### src/design/pipe_defs.svh
`ifndef PIPE_DEFS_SVH
`define PIPE_DEFS_SVH

// fifo sizing, 32 RAM entries
`define FIFO_DEPTH_LOG2 5

// leaves room for writes the level does not show yet
`define DROP_LEVEL 28

`define KEY_WIDTH 8
`define VALUE_WIDTH 16
`define SEQ_WIDTH 8
`define SUM_WIDTH 24

`endif

### src/design/pipePkg.sv
`include "pipe_defs.svh"

package pipePkg;

    // one buffered record, 32 bits
    typedef struct packed {
        logic [`SEQ_WIDTH-1:0] seq;     // input order, wraps
        logic [`KEY_WIDTH-1:0] key;
        logic [`VALUE_WIDTH-1:0] value; // unsigned
    } recordT;

    // running total, wraps modulo 2^SUM_WIDTH
    typedef logic [`SUM_WIDTH-1:0] sumT;

endpackage

### src/design/fastFifo.sv
`timescale 1ns/1ps

`include "pipe_defs.svh"

// zero read latency: dataOutValid comes back in the cycle of readRequest
module fastFifo #(
    parameter type payloadT = logic [31:0]
) (
    input  logic                        clk,
    input  logic                        rst,
    input  logic                        writeEnable,
    input  payloadT                     dataIn,
    input  logic                        readRequest,
    output payloadT                     dataOut,
    output logic                        dataOutValid,
    output logic [`FIFO_DEPTH_LOG2-1:0] level
);

    logic [`FIFO_DEPTH_LOG2-1:0] writeAddr;
    logic [`FIFO_DEPTH_LOG2-1:0] nextReadAddr;
    logic [`FIFO_DEPTH_LOG2-1:0] validUpTo;
    logic hasData;
    logic isReading;

    assign hasData = validUpTo != nextReadAddr;
    assign isReading = readRequest && hasData;
    assign dataOutValid = isReading;
    assign level = validUpTo - nextReadAddr; // wraps

    always_ff @(posedge clk or posedge rst) begin
        if (rst) begin
            writeAddr <= '0;
            nextReadAddr <= `FIFO_DEPTH_LOG2'(1); // one ahead, RAM read reg sits at 0
            validUpTo <= `FIFO_DEPTH_LOG2'(1);
        end else begin
            // lags a cycle to match the RAM write delay
            validUpTo <= writeAddr + 1'b1;
            if (writeEnable) writeAddr <= writeAddr + 1'b1;
            if (isReading) nextReadAddr <= nextReadAddr + 1'b1;
        end
    end

    // each read preloads the following head address
    ramBlock #(
        .payloadT(payloadT)
    ) ram_i (
        .clk(clk),
        .rst(rst),
        .writeEnable(writeEnable),
        .writeAddr(writeAddr),
        .dataIn(dataIn),
        .readAddressStall(!isReading),
        .readAddr(nextReadAddr),
        .dataOut(dataOut)
    );

endmodule

### src/design/ramBlock.sv
`timescale 1ns/1ps

`include "pipe_defs.svh"

module ramBlock #(
    parameter type payloadT = logic [31:0]
) (
    input  logic                        clk,
    input  logic                        rst,
    input  logic                        writeEnable,
    input  logic [`FIFO_DEPTH_LOG2-1:0] writeAddr,
    input  payloadT                     dataIn,
    input  logic                        readAddressStall,
    input  logic [`FIFO_DEPTH_LOG2-1:0] readAddr,
    output payloadT                     dataOut
);

    localparam int Depth = 1 << `FIFO_DEPTH_LOG2;

    payloadT memory [0:Depth-1];

    logic [`FIFO_DEPTH_LOG2-1:0] writeAddrReg;
    payloadT writeDataReg;
    logic writeEnableReg;
    logic [`FIFO_DEPTH_LOG2-1:0] readAddrReg;

    always_ff @(posedge clk or posedge rst) begin
        if (rst) begin
            writeEnableReg <= 1'b0;
            readAddrReg <= '0;
        end else begin
            writeEnableReg <= writeEnable;
            if (!readAddressStall) readAddrReg <= readAddr; // holds while stalled
        end
    end

    // write path lands one clock late
    always_ff @(posedge clk) begin
        writeAddrReg <= writeAddr;
        writeDataReg <= dataIn;
        if (writeEnableReg) begin
            memory[writeAddrReg] <= writeDataReg;
        end
    end

    assign dataOut = memory[readAddrReg];

endmodule

### src/design/recordPacker.sv
`timescale 1ns/1ps

`include "pipe_defs.svh"

module recordPacker (
    input  logic                        clk,
    input  logic                        rst,
    input  logic                        inValid,
    input  logic [`KEY_WIDTH-1:0]       inKey,
    input  logic [`VALUE_WIDTH-1:0]     inValue,
    input  logic [`FIFO_DEPTH_LOG2-1:0] level,
    output logic                        writeEnable,
    output pipePkg::recordT             dataIn,
    output logic [15:0]                 dropCount
);

    logic [`SEQ_WIDTH-1:0] seqCount;
    logic dropNow;

    // fifo too full to take another record
    assign dropNow = level >= `FIFO_DEPTH_LOG2'(`DROP_LEVEL);

    always_ff @(posedge clk or posedge rst) begin
        if (rst) begin
            seqCount <= '0;
            writeEnable <= 1'b0;
            dropCount <= '0;
        end else begin
            writeEnable <= inValid && !dropNow;
            if (inValid) begin
                seqCount <= seqCount + 1'b1; // dropped records still use a number
                if (dropNow && dropCount != '1) begin
                    dropCount <= dropCount + 1'b1; // saturates
                end
            end
        end
    end

    // payload only
    always_ff @(posedge clk) begin
        if (inValid && !dropNow) begin
            dataIn.seq <= seqCount;
            dataIn.key <= inKey;
            dataIn.value <= inValue;
        end
    end

endmodule

### src/design/recordPipe.sv
`timescale 1ns/1ps

`include "pipe_defs.svh"

module recordPipe (
    input  logic                        clk,
    input  logic                        rst,
    input  logic                        inValid,
    input  logic [`KEY_WIDTH-1:0]       inKey,
    input  logic [`VALUE_WIDTH-1:0]     inValue,
    input  logic                        outStall,
    output logic                        outValid,
    output logic [`SEQ_WIDTH-1:0]       outSeq,
    output logic [`KEY_WIDTH-1:0]       outKey,
    output logic [`VALUE_WIDTH-1:0]     outValue,
    output pipePkg::sumT                outSum,
    output logic [`FIFO_DEPTH_LOG2-1:0] level,
    output logic [15:0]                 dropCount
);

    logic writeEnable;
    pipePkg::recordT dataIn;
    logic readRequest;
    pipePkg::recordT dataOut;
    logic dataOutValid;

    recordPacker packer_i (
        .clk(clk),
        .rst(rst),
        .inValid(inValid),
        .inKey(inKey),
        .inValue(inValue),
        .level(level),
        .writeEnable(writeEnable),
        .dataIn(dataIn),
        .dropCount(dropCount)
    );

    fastFifo #(
        .payloadT(pipePkg::recordT)
    ) fifo_i (
        .clk(clk),
        .rst(rst),
        .writeEnable(writeEnable),
        .dataIn(dataIn),
        .readRequest(readRequest),
        .dataOut(dataOut),
        .dataOutValid(dataOutValid),
        .level(level)       // also feeds the drop decision
    );

    runningSum sum_i (
        .clk(clk),
        .rst(rst),
        .outStall(outStall),
        .dataOutValid(dataOutValid),
        .dataOut(dataOut),
        .readRequest(readRequest),
        .outValid(outValid),
        .outSeq(outSeq),
        .outKey(outKey),
        .outValue(outValue),
        .outSum(outSum)
    );

endmodule

### src/design/runningSum.sv
`timescale 1ns/1ps

`include "pipe_defs.svh"

module runningSum (
    input  logic                    clk,
    input  logic                    rst,
    input  logic                    outStall,
    input  logic                    dataOutValid,
    input  pipePkg::recordT         dataOut,
    output logic                    readRequest,
    output logic                    outValid,
    output logic [`SEQ_WIDTH-1:0]   outSeq,
    output logic [`KEY_WIDTH-1:0]   outKey,
    output logic [`VALUE_WIDTH-1:0] outValue,
    output pipePkg::sumT            outSum
);

    // drain whenever downstream is not stalled
    assign readRequest = !outStall;

    always_ff @(posedge clk or posedge rst) begin
        if (rst) begin
            outValid <= 1'b0;
            outSum <= '0;
        end else begin
            outValid <= dataOutValid;
            if (dataOutValid) begin
                outSum <= outSum + pipePkg::sumT'(dataOut.value); // wraps
            end
        end
    end

    always_ff @(posedge clk) begin
        if (dataOutValid) begin
            outSeq <= dataOut.seq;
            outKey <= dataOut.key;
            outValue <= dataOut.value;
        end
    end

endmodule

### config.mk
export PLATFORM = sky130hd
export DESIGN_NAME = recordPipe
export DESIGN_NICKNAME = d
export VERILOG_FILES = /design/src/design/pipePkg.sv /design/src/design/fastFifo.sv /design/src/design/ramBlock.sv /design/src/design/recordPacker.sv /design/src/design/recordPipe.sv /design/src/design/runningSum.sv
export VERILOG_INCLUDE_DIRS = /design/src /design/src/design
export SDC_FILE = /design/constraint.sdc
export NUM_CORES = 1
export LEC_CHECK = 0
export BUFFER_PORTS_ARGS = -buffer_cell sky130_fd_sc_hd__buf_4
export CORE_MARGIN = 5
export CORE_UTILIZATION = 30
export CTS_BUF_LIST = sky130_fd_sc_hd__clkbuf_8
export DETAILED_ROUTE_END_ITERATION = 10
export GPL_TIMING_DRIVEN = 0
export PLACE_DENSITY = 0.45
export SLEW_MARGIN = 30
export SYNTH_ARGS = -nofsm -noshare
export SYNTH_HDL_FRONTEND = slang
export SYNTH_SLANG_ARGS = --single-unit
### constraint.sdc
create_clock -name clk -period 4.64 [get_ports clk]
set_input_delay 0.696 -clock clk [delete_from_list [all_inputs] [get_ports clk]]
set_output_delay 0.696 -clock clk [all_outputs]
set_load 0.005 [all_outputs]
# Word-level counts from Yosys, hierarchy flattened
# Memory sizes are Yosys's and may differ from the RTL's.
# Index checks and enable logic that the tools add are counted.
# classes
reduce_logical	6
mux	2
n_eq_ne	2
addsub	6
n_lt_le_gt_ge	1
# op_table
op	count
$add 24x16->24	1
$add 16x1->16 const B	1
$ne 16x16->1 const B	1
$add 5x1->5 const B	2
$add 8x1->8 const B	1
$ge 5x5->1 const B	1
$ne 5x5->1	1
$sub 5x5->5	1
$logic_and 1x1->1	3
$logic_not 1->1	2
$mux 1	2
$reduce_and 2->1	1
# totals
word_cells	38
memories	1
out_inout_bits	78
input_bits	28
register_bits	172
mem_bits_rw	1024
# memory_table
name	words	width	rd	rd_clocked_by_memory_dff	write_ports	line_no	source
fifo_i.ram_i.memory	32	32	1	0	1	ramBlock.sv:20	payloadT memory [0:Depth-1];

# Depth between registers and ports, before layout
# Gate-level depths: netlist of run 1.
# logic_depth
depth_word	4
ltp_mapped	14

# Modules after synthesis
# A second synthesis of run 1 with hierarchy kept.
# hier_totals
hier_cells	2698
area_unflattened_um2	46598.4
# modules_own_cells
module	area_each_um2	n_inst	seq_area_each_um2	cells_per_inst
ramBlock	40821.7	1	31640.3	2277
runningSum	2822.7	1	1586.5	223
recordPacker	2157.1	1	1586.5	132
fastFifo	797.0	1	377.9	66

# Worst setup path before layout of run 1
# Ideal clock, no wire load.
# synth_timing
path_kind	register to register
startpoint	register fifo_i.ram_i.readAddrReg[0]
endpoint	register sum_i.outSum[14]
path_slack_ps	391
stages_incl_launch_ff	14
period_less_slack_ps	4249
arrival_ps	4180
n_path_buf	2
setup_ps	69
cell_sequence	dfrtp_1 buf_2 buf_1 mux4_2 mux4_2 mux2_2 ha_1 fa_1 a211oi_1 o21bai_1 a21o_1 a21o_1 or3b_2 nand3_1
# synth_rtl
item	line_no	source
from (decl)	ramBlock.sv:25	logic [`FIFO_DEPTH_LOG2-1:0] readAddrReg;
from (signal assigned)	ramBlock.sv:33	if (!readAddressStall) readAddrReg <= readAddr;
to (signal assigned)	runningSum.sv:29	outSum <= outSum + pipePkg::sumT'(dataOut.value);
to (decl)	runningSum.sv:16	output pipePkg::sumT outSum

==> flow_metrics.tcl, run 1 <==
set metrics [dict create \
    status "finished clean" \
    rsz0062_at_grt "no" \
    track_usage_pct 15.3 \
    io_buffers 104 \
    cpPeakStageDelay_ns 0.58 \
    finalSetupViolCount 0 \
    worstPathRequired_ns 5.45 \
    drt_iter0_drc 1992 \
    async_flop_share_pct 5.94 \
    slew_headroom_pct 32.8 \
    ys.flop_type "edfxtp_1" \
    critPathMaxFanout 10 \
    critPathTopFamily "multiplexers" \
    ys_warn_count 0 \
    firstDrtPassIters 5 \
    whs_ns 0.269 \
    tightest_slew_ns 1.01 \
    synth_seq_cells 1196 \
    avgSynthCellArea_sq_um 22.8 \
    clockBufferDepth 3 \
    drv_cap 0 \
    postRouteAntennaNets 0 \
    dieArea_sq_um 159000 \
    arrival_ns 5.28 \
    layout_commonest_cell "edfxtp_1" \
    crit_type "flop to flop" \
    cts_tree "yes" \
    fmax_ghz 0.224 \
    die_height_um 399 \
    cts_root_buf "clkbuf_8" \
    multiInputGateArea_sq_um 10100 \
    clock_sinks 1196 \
    fin_ws_ns 0.177 \
    fin_crit_sh_pct 96.2 \
    cp-end-kind "flop" \
    coreArea_sq_um 150000 \
    powerDensity_nw_per_um2 662 \
    hpwl_um 80200 \
    grt_antenna_before_repair 2 \
    gp_routability_congestion 0.747 \
    drv_slew 0 \
    first_global_vias 23400 \
    synth_cells 1990 \
    final_cell_mix "edfxtp_1, mux4_2, clkbuf_8" \
    syn_area_sq_um 45400 \
    cpMaxStageDelayCell "mux4_2" \
    swShare_pct 33.2 \
    drc 0 \
    startpoint_type "flop" \
    vias_per_cell 4.77 \
    syn_nets 2044 \
    combPwrFrac_pct 32.0 \
    cts_max_level 4 \
    wl_per_cell_um 26.4 \
    yosysUniqueCellTypes 53 \
    crit_chain "clkbuf_4 -> buf_2 -> mux4_2 -> mux4_2 -> mux2_2 -> ha_1 -> and4_1 -> nand3_1 -> a21o_1 -> a311oi_1 -> nor3_1 -> o31ai_1" \
    rows 142 \
    crit_buf_inv 2 \
    seq_area_sq_um 35200 \
    via_count 21800 \
    grt_pass1_wl_um 172000 \
    path_common_cell "mux4_2" \
    layout_min_cycle_time_ns 4.46 \
    fillers 13700 \
    hp-class "primary input to asynchronous set/reset pin" \
    power_frac_clock_pct 24.0 \
    fin_nets 2445 \
    stdcell_count 4575 \
    finalHoldViolCount 0 \
    drive_gt1_share_pct 36.2 \
    die_x_um 399 \
    initial_utilization_pct 30.3 \
    finClkSkew_ns 0.0441 \
    overflow 0 \
    io_pins 106 \
    p_switching_mw 12.1 \
    finalPower_mw 36.5 \
    yosysSeqAreaShare_pct 77.5 \
    dp_worst_setup_slack_ns -1.08 \
    p_leak_nw 18.1 \
    grt_max_degree 64 \
    ir_drop_mv 0.388 \
    clk_pin_slew_ns 0.06 \
    synth-edff-count 1088 \
    clk-insertion-delay-late_ns 0.91 \
    placed_cells_incl_taps 4180 \
    numCtsBuffers 199 \
    drt_wl_total_um 121000 \
    internal_power_mw 24.4 \
    p_seq_share_pct 44.0 \
    syn_to_final_growth_pct 21.5 \
]
## registers in the layout (all words and copies together), names as in the netlist
signal and count:
sum_i.outValid 1, fifo_i.nextReadAddr 5, sum_i.outValue 16, sum_i.outSum 24, packer_i.writeEnable 1, packer_i.dataIn 32
packer_i.seqCount 8, fifo_i.ram_i.writeEnableReg 1, fifo_i.writeAddr 5, fifo_i.ram_i.memory 1024, packer_i.dropCount 16, fifo_i.validUpTo 5
fifo_i.ram_i.writeAddrReg 5, sum_i.outKey 8, fifo_i.ram_i.readAddrReg 5, fifo_i.ram_i.writeDataReg 32, sum_i.outSeq 8
## final timing paths
check                                                        start                                    to  slack, ns  cells after the start
setup / recovery           fifo_i.ram_i.readAddrReg[0]$_DFFE_PP0P_          sum_i.outSum[15]$_DFFE_PP0P_       0.18                     12
hold / removal                                                 rst      packer_i.seqCount[4]$_DFFE_PP0P_       0.27                      3
setup reg to reg           fifo_i.ram_i.readAddrReg[0]$_DFFE_PP0P_          sum_i.outSum[15]$_DFFE_PP0P_       0.18                     12
hold reg to reg                    fifo_i.writeAddr[2]$_DFFE_PP0P_  fifo_i.ram_i.writeAddrReg[2]$_DFF_P_       0.34                      0
max in group asynchronous                                      rst    fifo_i.nextReadAddr[0]$_DFFE_PP1P_       3.76                      4
min in group clk                   fifo_i.writeAddr[2]$_DFFE_PP0P_  fifo_i.ram_i.writeAddrReg[2]$_DFF_P_       0.34                      0
## routing by layer
metal	GRT usage, %	part of all wire (%)
met1	19.8	42
met2	26.0	51
met3	3.22	4.9
met4	4.40	2.1
met5	0	0
## tightest hold or removal path: cells and delay by family
family | cells | cell delay (ns)
buf+inv | 3 | 0.81
## through the flow
stage          utilization [%]  setup TNS [ns]  instance area [sq um]
2_1_floorplan                -               0                  45400
3_5_place_dp              33.9          -16.85                  50900
4_1_cts                   36.7        -0.00653                  55100
3_3_place_gp              32.5         -338.65                  48700
6_report                  36.8               0                  55200
5_1_grt                   36.8               0                  55200
## final cells by class
type,count,area share (%)
inverters,19,0.138
clock buffers,217,5.41
diodes,1,0.00453
well taps,2016,4.57
repair buffers,201,5.30
multi-input cells,688,18.2
clock inverters,151,1.40
plain buffers,86,1.14
flip-flops and latches,1196,63.8
## cell usage after synthesis, drive strengths merged (4+ instances only)
cell type | number | area share [%]
a21boi | 4 | 0.066
a21o | 10 | 0.17
a21oi | 11 | 0.12
a31oi | 5 | 0.069
and3 | 8 | 0.11
buf | 47 | 0.53
clkbuf | 40 | 0.33
dfrtp | 69 | 3.8
dfxtp | 37 | 1.6
edfxtp | 1088 | 72
ha | 24 | 0.66
inv | 18 | 0.15
mux2 | 36 | 0.89
mux4 | 320 | 16
nand2 | 53 | 0.44
nand3 | 25 | 0.28
nand3b | 5 | 0.083
nand4 | 13 | 0.18
nor2 | 42 | 0.35
nor3 | 9 | 0.099
o21a | 5 | 0.083
o21ai | 23 | 0.25
o31ai | 6 | 0.099
or3 | 4 | 0.055
xnor2 | 38 | 0.73
xor2 | 11 | 0.21
## power by group through the flow
stage          combinational, mW  clock (mW)  sequential [mW]
2_1_floorplan               6.97           0             15.7
3_3_place_gp                10.9           0             15.9
3_5_place_dp                11.7           0             16.3
4_1_cts                     11.9        9.09             16.1
5_1_grt                     12.6        9.58             16.3
6_report                    11.7        8.76             16.1
## cell families (layout without fill, tap and decap cells)
group                      Yosys count  count (layout)  share of synthesized area, %
AOI/OAI and AO/OA                   82              82                          1.24
xor gates and xnor gates            49              49                         0.945
adders and majority gates           26              26                         0.749
buffers and inverters              106             674                          1.02
DFF                               1196            1196                          77.5
muxes                              357             357                          16.8
other                                0               1                             0
and+or+nand+nor                    174             174                          1.83
## what timing repair did
item	CTS	global route
hold buffers	25	0
buffers inserted	0	1
endpoints found under the setup margin	21	14
pin swaps	0	1
hold endpoints to repair	93	0
gates resized for setup	64	23
Power figures use the tool's default switching activity.
==> run 2, diff against run 1 <==
REMOVE_ABC_BUFFERS = 1   (was default)
==> run 2 against run 1 <==
Setup slack improved by 0.011 ns. Sequential power barely moved. Worst hold slack got worse by 0.13 ns. First-iteration DRC count fell by 8.6%. Non-clock buffer count fell by 18. Global-route usage rose by 0.37 points. Register-to-register slack barely moved. Combinational power barely moved. Die area did not move. Wire length rose by 2.8%.
==> flow_metrics.tcl, run 2 (same netlist as run 1, synthesis figures left out) <==
set metrics [dict create \
    seq_area_sq_um 35200 \
    syn_to_final_growth_pct 24.4 \
    crit_type "flop to flop" \
    drc 0 \
    stdcell_count 4556 \
    clk-insertion-delay-late_ns 0.88 \
    die_x_um 399 \
    cts_tree "yes" \
    io_pins 106 \
    overflow 0 \
    whs_ns 0.139 \
    p_seq_share_pct 43.8 \
    critPathMaxFanout 22 \
    powerDensity_nw_per_um2 655 \
    finClkSkew_ns 0.0509 \
    startpoint_type "flop" \
    largest-register "fifo_i.ram_i.memory" \
    dpl_cell_area_sq_um 52000 \
    finalSetupViolCount 0 \
    ir_drop_mv 0.344 \
    placed_cells_incl_taps 4150 \
    biggestRegsByFlops "fifo_i.ram_i.memory: 1024 flops, fifo_i.ram_i.writeDataReg: 32 flops, packer_i.dataIn: 32 flops" \
    wl_met3_um 6130 \
    drt_wl_total_um 124000 \
    finalCoreUtilization_pct 37.6 \
    wl_met2_um 63400 \
    power_frac_clock_pct 24.4 \
    drv_slew 0 \
    fin_area_sq_um 56500 \
    arrival_ns 5.25 \
    fin_nets 2427 \
    die_height_um 399 \
    hp-class "primary input to flop" \
    io_buffers 105 \
    worstPathRequired_ns 5.44 \
    status "finished clean" \
    firstDrtPassIters 5 \
    initial_utilization_pct 30.3 \
    met1_length_um 51300 \
    layout_min_cycle_time_ns 4.45 \
    largest_reg_flops 1024 \
    clock_sinks 1196 \
    grt_antenna_before_repair 4 \
    gp_routability_congestion 0.728 \
    internal_power_mw 25.1 \
    p_switching_mw 11.9 \
    coreArea_sq_um 150000 \
    combPwrFrac_pct 31.8 \
    fillers 13500 \
    track_usage_pct 15.6 \
    hpwl_um 81800 \
    p_leak_nw 18.6 \
    grt_max_degree 42 \
    cp-end-kind "flop" \
    clockBufferDepth 3 \
    drt_iter0_drc 1820 \
    via_count 22100 \
    tightest_slew_ns 0.945 \
    top_layer "met4" \
    finalHoldViolCount 0 \
    drive_gt1_share_pct 37.1 \
    final_cell_mix "edfxtp_1, mux4_2, clkbuf_8" \
    grt_pass1_wl_um 175000 \
    fmax_ghz 0.225 \
    rsz0062_at_grt "no" \
    layout_commonest_cell "edfxtp_1" \
    swShare_pct 32.1 \
    vias_per_cell 4.86 \
    dieArea_sq_um 159000 \
    finalPower_mw 37.0 \
    clk_pin_slew_ns 0.06 \
    drv_cap 0 \
    multiInputGateArea_sq_um 10100 \
    rows 142 \
    first_global_vias 23400 \
    postRouteAntennaNets 0 \
    numCtsBuffers 199 \
    cts_max_level 4 \
    fin_crit_sh_pct 96.0 \
    slew_headroom_pct 36.9 \
    wl_per_cell_um 27.2 \
    cts_root_buf "clkbuf_8" \
]
run 2: path summary, 6_finish.rpt:
| path | endpoint | from | slack, ns | cells past startpoint |
|---|---|---|---|---|
| worst min-delay path | packer_i.seqCount[0]$_DFFE_PP0P_ | inValid | 0.14 | 2 |
| min in group asynchronous | packer_i.dropCount[5]$_DFFE_PP0P_ | rst | 0.40 | 3 |
| worst max-delay path | sum_i.outSum[9]$_DFFE_PP0P_ | fifo_i.ram_i.readAddrReg[0]$_DFFE_PP0P_ | 0.19 | 12 |
| worst max register to register | sum_i.outSum[9]$_DFFE_PP0P_ | fifo_i.ram_i.readAddrReg[0]$_DFFE_PP0P_ | 0.19 | 12 |
| max in group asynchronous | sum_i.outSum[12]$_DFFE_PP0P_ | rst | 3.63 | 4 |
| worst min register to register | fifo_i.ram_i.writeDataReg[21]$_DFF_P_ | packer_i.dataIn[21]$_DFFE_PP_ | 0.34 | 0 |
run 2: per-layer routing:
metal	track usage, %	vias to the layer above
met5	0	-
met4	5.09	0
met3	3.24	226
met2	26.5	607
met1	20.1	12100
li1	-	9199
run 2: through the flow:
stage	setup WS (ns)	setup TNS, ns
after floorplan	-8.46	-411.92
after global placement	-14.13	-1940.42
after detailed placement	-1.02	-12.67
after CTS	0.0205	0
after global routing	0.00482	0
final	0.188	0
run 2: repair_timing:
| item | 4_1_cts | 5_1_grt |
|---|---|---|
| hold endpoints to repair | 52 | 0 |
| cloned | 5 | 1 |
| pin swaps | 0 | 2 |
| endpoints found under the setup margin | 19 | 13 |
| gates resized for setup | 14 | 5 |
| buffers inserted | 4 | 4 |
| hold buffers | 25 | 0 |
run 2: worst max-delay path: stages, from the launching register on:
cell and delay (ns):
dfrtp_4 0.46, buf_16 0.22, bufbuf_16 0.38, mux4_2 0.51, mux4_2 0.46, mux2_2 0.40
ha_1 0.39, and2_1 0.24, a221oi_4 0.35, a21boi_1 0.17, o31a_1 0.31, or3_1 0.35
nand3_1 0.09
run 2: power groups by stage:
stage	clock network (mW)	registers, mW	logic (mW)
6_report	9.03	16.2	11.8
5_1_grt	9.86	16.5	12.6
3_5_place_dp	0	16.6	11.4
3_3_place_gp	0	16.8	7.88
2_1_floorplan	0	16.4	6.26
4_1_cts	9.36	16.3	11.9
run 2: area by class of cell:
type / count / share of cell area, %
sequential: 1196 / 62.4
multi-input combinational: 688 / 17.9
timing repair buffer: 269 / 8.22
tap: 2016 / 4.46
inverter: 19 / 0.140
antenna: 1 / 0.00443
clock buffer: 227 / 5.53
clock inverter: 140 / 1.40
==> run 3, diff against run 2 <==
CORE_UTILIZATION = 40   (was 30)
PLACE_DENSITY = 0.56   (was 0.45)
==> run 3 against run 2 <==
Core utilization grew 11 points. Worst hold slack lost 0.058 ns. Via count shrank 0.52%. Largest power group unchanged. Combinational power shrank 4%. Highest routed layer unchanged. Sequential power is essentially flat. Critical path depth grew 1. Cell count shrank 12%. First-iteration DRC count grew 24%. Flip-flop and latch count is the same. Clock power shrank 8.1%.
==> flow_metrics.tcl, run 3 (same netlist as run 1, synthesis figures left out) <==
set metrics [dict create \
    finClkSkew_ns 0.0472 \
    rows 123 \
    wl_per_cell_um 28.8 \
    layout_commonest_cell "edfxtp_1" \
    critPathMaxFanout 25 \
    final_cell_mix "edfxtp_1, mux4_2, clkbuf_8" \
    finalHoldViolCount 0 \
    fillers 8992 \
    hp-class "primary input to flop" \
    vias_per_cell 5.49 \
    numCtsBuffers 188 \
    fmax_ghz 0.227 \
    dieArea_sq_um 120000 \
    crit_type "flop to flop" \
    dpl_cell_area_sq_um 51100 \
    gp_routability_congestion 0.738 \
    status "finished clean" \
    grt_max_degree 46 \
    cts_root_buf "clkbuf_8" \
    cp-end-kind "flop" \
    cts_tree "yes" \
    io_pins 106 \
    worstPathRequired_ns 5.42 \
    initial_utilization_pct 40.3 \
    io_buffers 105 \
    clock_sinks 1196 \
    fin_area_sq_um 55200 \
    grt_pass1_wl_um 164000 \
    coreArea_sq_um 113000 \
    p_leak_nw 18.2 \
    arrival_ns 5.18 \
    drv_cap 0 \
    rsz0062_at_grt "no" \
    tightest_slew_ns 0.940 \
    grt_antenna_before_repair 5 \
    fin_nets 2410 \
    biggestRegsByFlops "fifo_i.ram_i.memory: 1024 flops, fifo_i.ram_i.writeDataReg: 32 flops, packer_i.dataIn: 32 flops" \
    die_height_um 347 \
    startpoint_type "flop" \
    hpwl_um 75000 \
    overflow 0 \
    first_global_vias 22800 \
    clk-insertion-delay-late_ns 0.84 \
    firstDrtPassIters 5 \
    drive_gt1_share_pct 36.5 \
    finalSetupViolCount 0 \
    ir_drop_mv 0.410 \
    layout_min_cycle_time_ns 4.40 \
    via_count 22000 \
    largest_reg_flops 1024 \
    track_usage_pct 19.1 \
    drt_iter0_drc 2265 \
    clk_pin_slew_ns 0.06 \
    powerDensity_nw_per_um2 649 \
    drt_wl_total_um 116000 \
    slew_headroom_pct 37.3 \
    drv_slew 0 \
    dp_worst_setup_slack_ns -0.553 \
    postRouteAntennaNets 0 \
    die_x_um 347 \
    fin_ws_ns 0.244 \
    syn_to_final_growth_pct 21.4 \
    fin_crit_sh_pct 94.7 \
    cts_max_level 4 \
    drc 0 \
    largest-register "fifo_i.ram_i.memory" \
    clockBufferDepth 3 \
]
[run 3: repair_timing]
action | 4_1_cts | 5_1_grt
buffers inserted | 4 | 0
setup endpoints to repair | 16 | 12
hold endpoints to repair | 49 | 0
cloned | 3 | 2
hold buffers | 24 | 0
gates resized for setup | 5 | 7
[run 3: power by group]
group          switching (mW)  internal, mW
clock                    4.06          4.24
sequential               1.66          14.5
combinational            5.70          5.64
total                    11.4          24.4
[run 3: final cells by class]
class	instances	area, sq um	share of cell area [%]
Sequential cell	1196	35200	63.9
Multi-Input combinational cell	688	10100	18.3
Timing Repair Buffer	263	4330	7.86
Clock buffer	212	2920	5.29
Tap cell	1500	1880	3.40
Clock inverter	133	619	1.12
Inverter	19	78.8	0.143
Antenna cell	1	2.50	0.00454
[run 3: worst paths after layout]
kind	startpoint	endpoint	slack, ns	cells past startpoint
worst min-delay path	inValue[13]	packer_i.dataIn[13]$_DFFE_PP_	0.08	1
worst max register to register	fifo_i.ram_i.readAddrReg[0]$_DFFE_PP0P_	sum_i.outSum[9]$_DFFE_PP0P_	0.24	13
min in group asynchronous	rst	sum_i.outSum[23]$_DFFE_PP0P_	0.43	3
max in group asynchronous	rst	fifo_i.validUpTo[0]$_DFF_PP1_	3.57	4
worst min register to register	packer_i.dataIn[9]$_DFFE_PP_	fifo_i.ram_i.writeDataReg[9]$_DFF_P_	0.32	0
worst max-delay path	fifo_i.ram_i.readAddrReg[0]$_DFFE_PP0P_	sum_i.outSum[9]$_DFFE_PP0P_	0.24	13
[run 3: routing by layer]
metal | vias up | part of all wire, % | track usage [%]
li1 | 9154 | - | -
met1 | 11900 | 40 | 25.4
met2 | 807 | 52 | 32.3
met3 | 203 | 6.3 | 3.78
met4 | 0 | 2.4 | 5.57
met5 | - | 0 | 0
[run 3: critical path: stages (launching register included)]
cell and delay (ns):
dfrtp_4 0.46, buf_4 0.20, buf_12 0.23, buf_16 0.24, mux4_2 0.53, mux4_2 0.48
mux2_2 0.38, ha_1 0.36, and2_1 0.18, a221oi_2 0.31, a21boi_1 0.17, o31a_1 0.30
or3_1 0.36, nand3_1 0.09
[run 3: through the flow]
stage / std cells / total power, mW / setup TNS, ns / hold slack (ns) / util (%)
final: 4012 / 35.8 / 0 / 0.0806 / 49.0
after global routing: 4012 / 37.5 / 0 / 0.0283 / 49.0
after CTS: 4010 / 36.2 / 0 / 0.00104 / 48.9
after detailed placement: 3634 / 27.6 / -5.93 / 0.327 / 45.4
after global placement: 3508 / 24.6 / -1615.50 / 0.323 / 42.4
after floorplan: 1903 / 22.6 / -411.92 / 0.323 / -
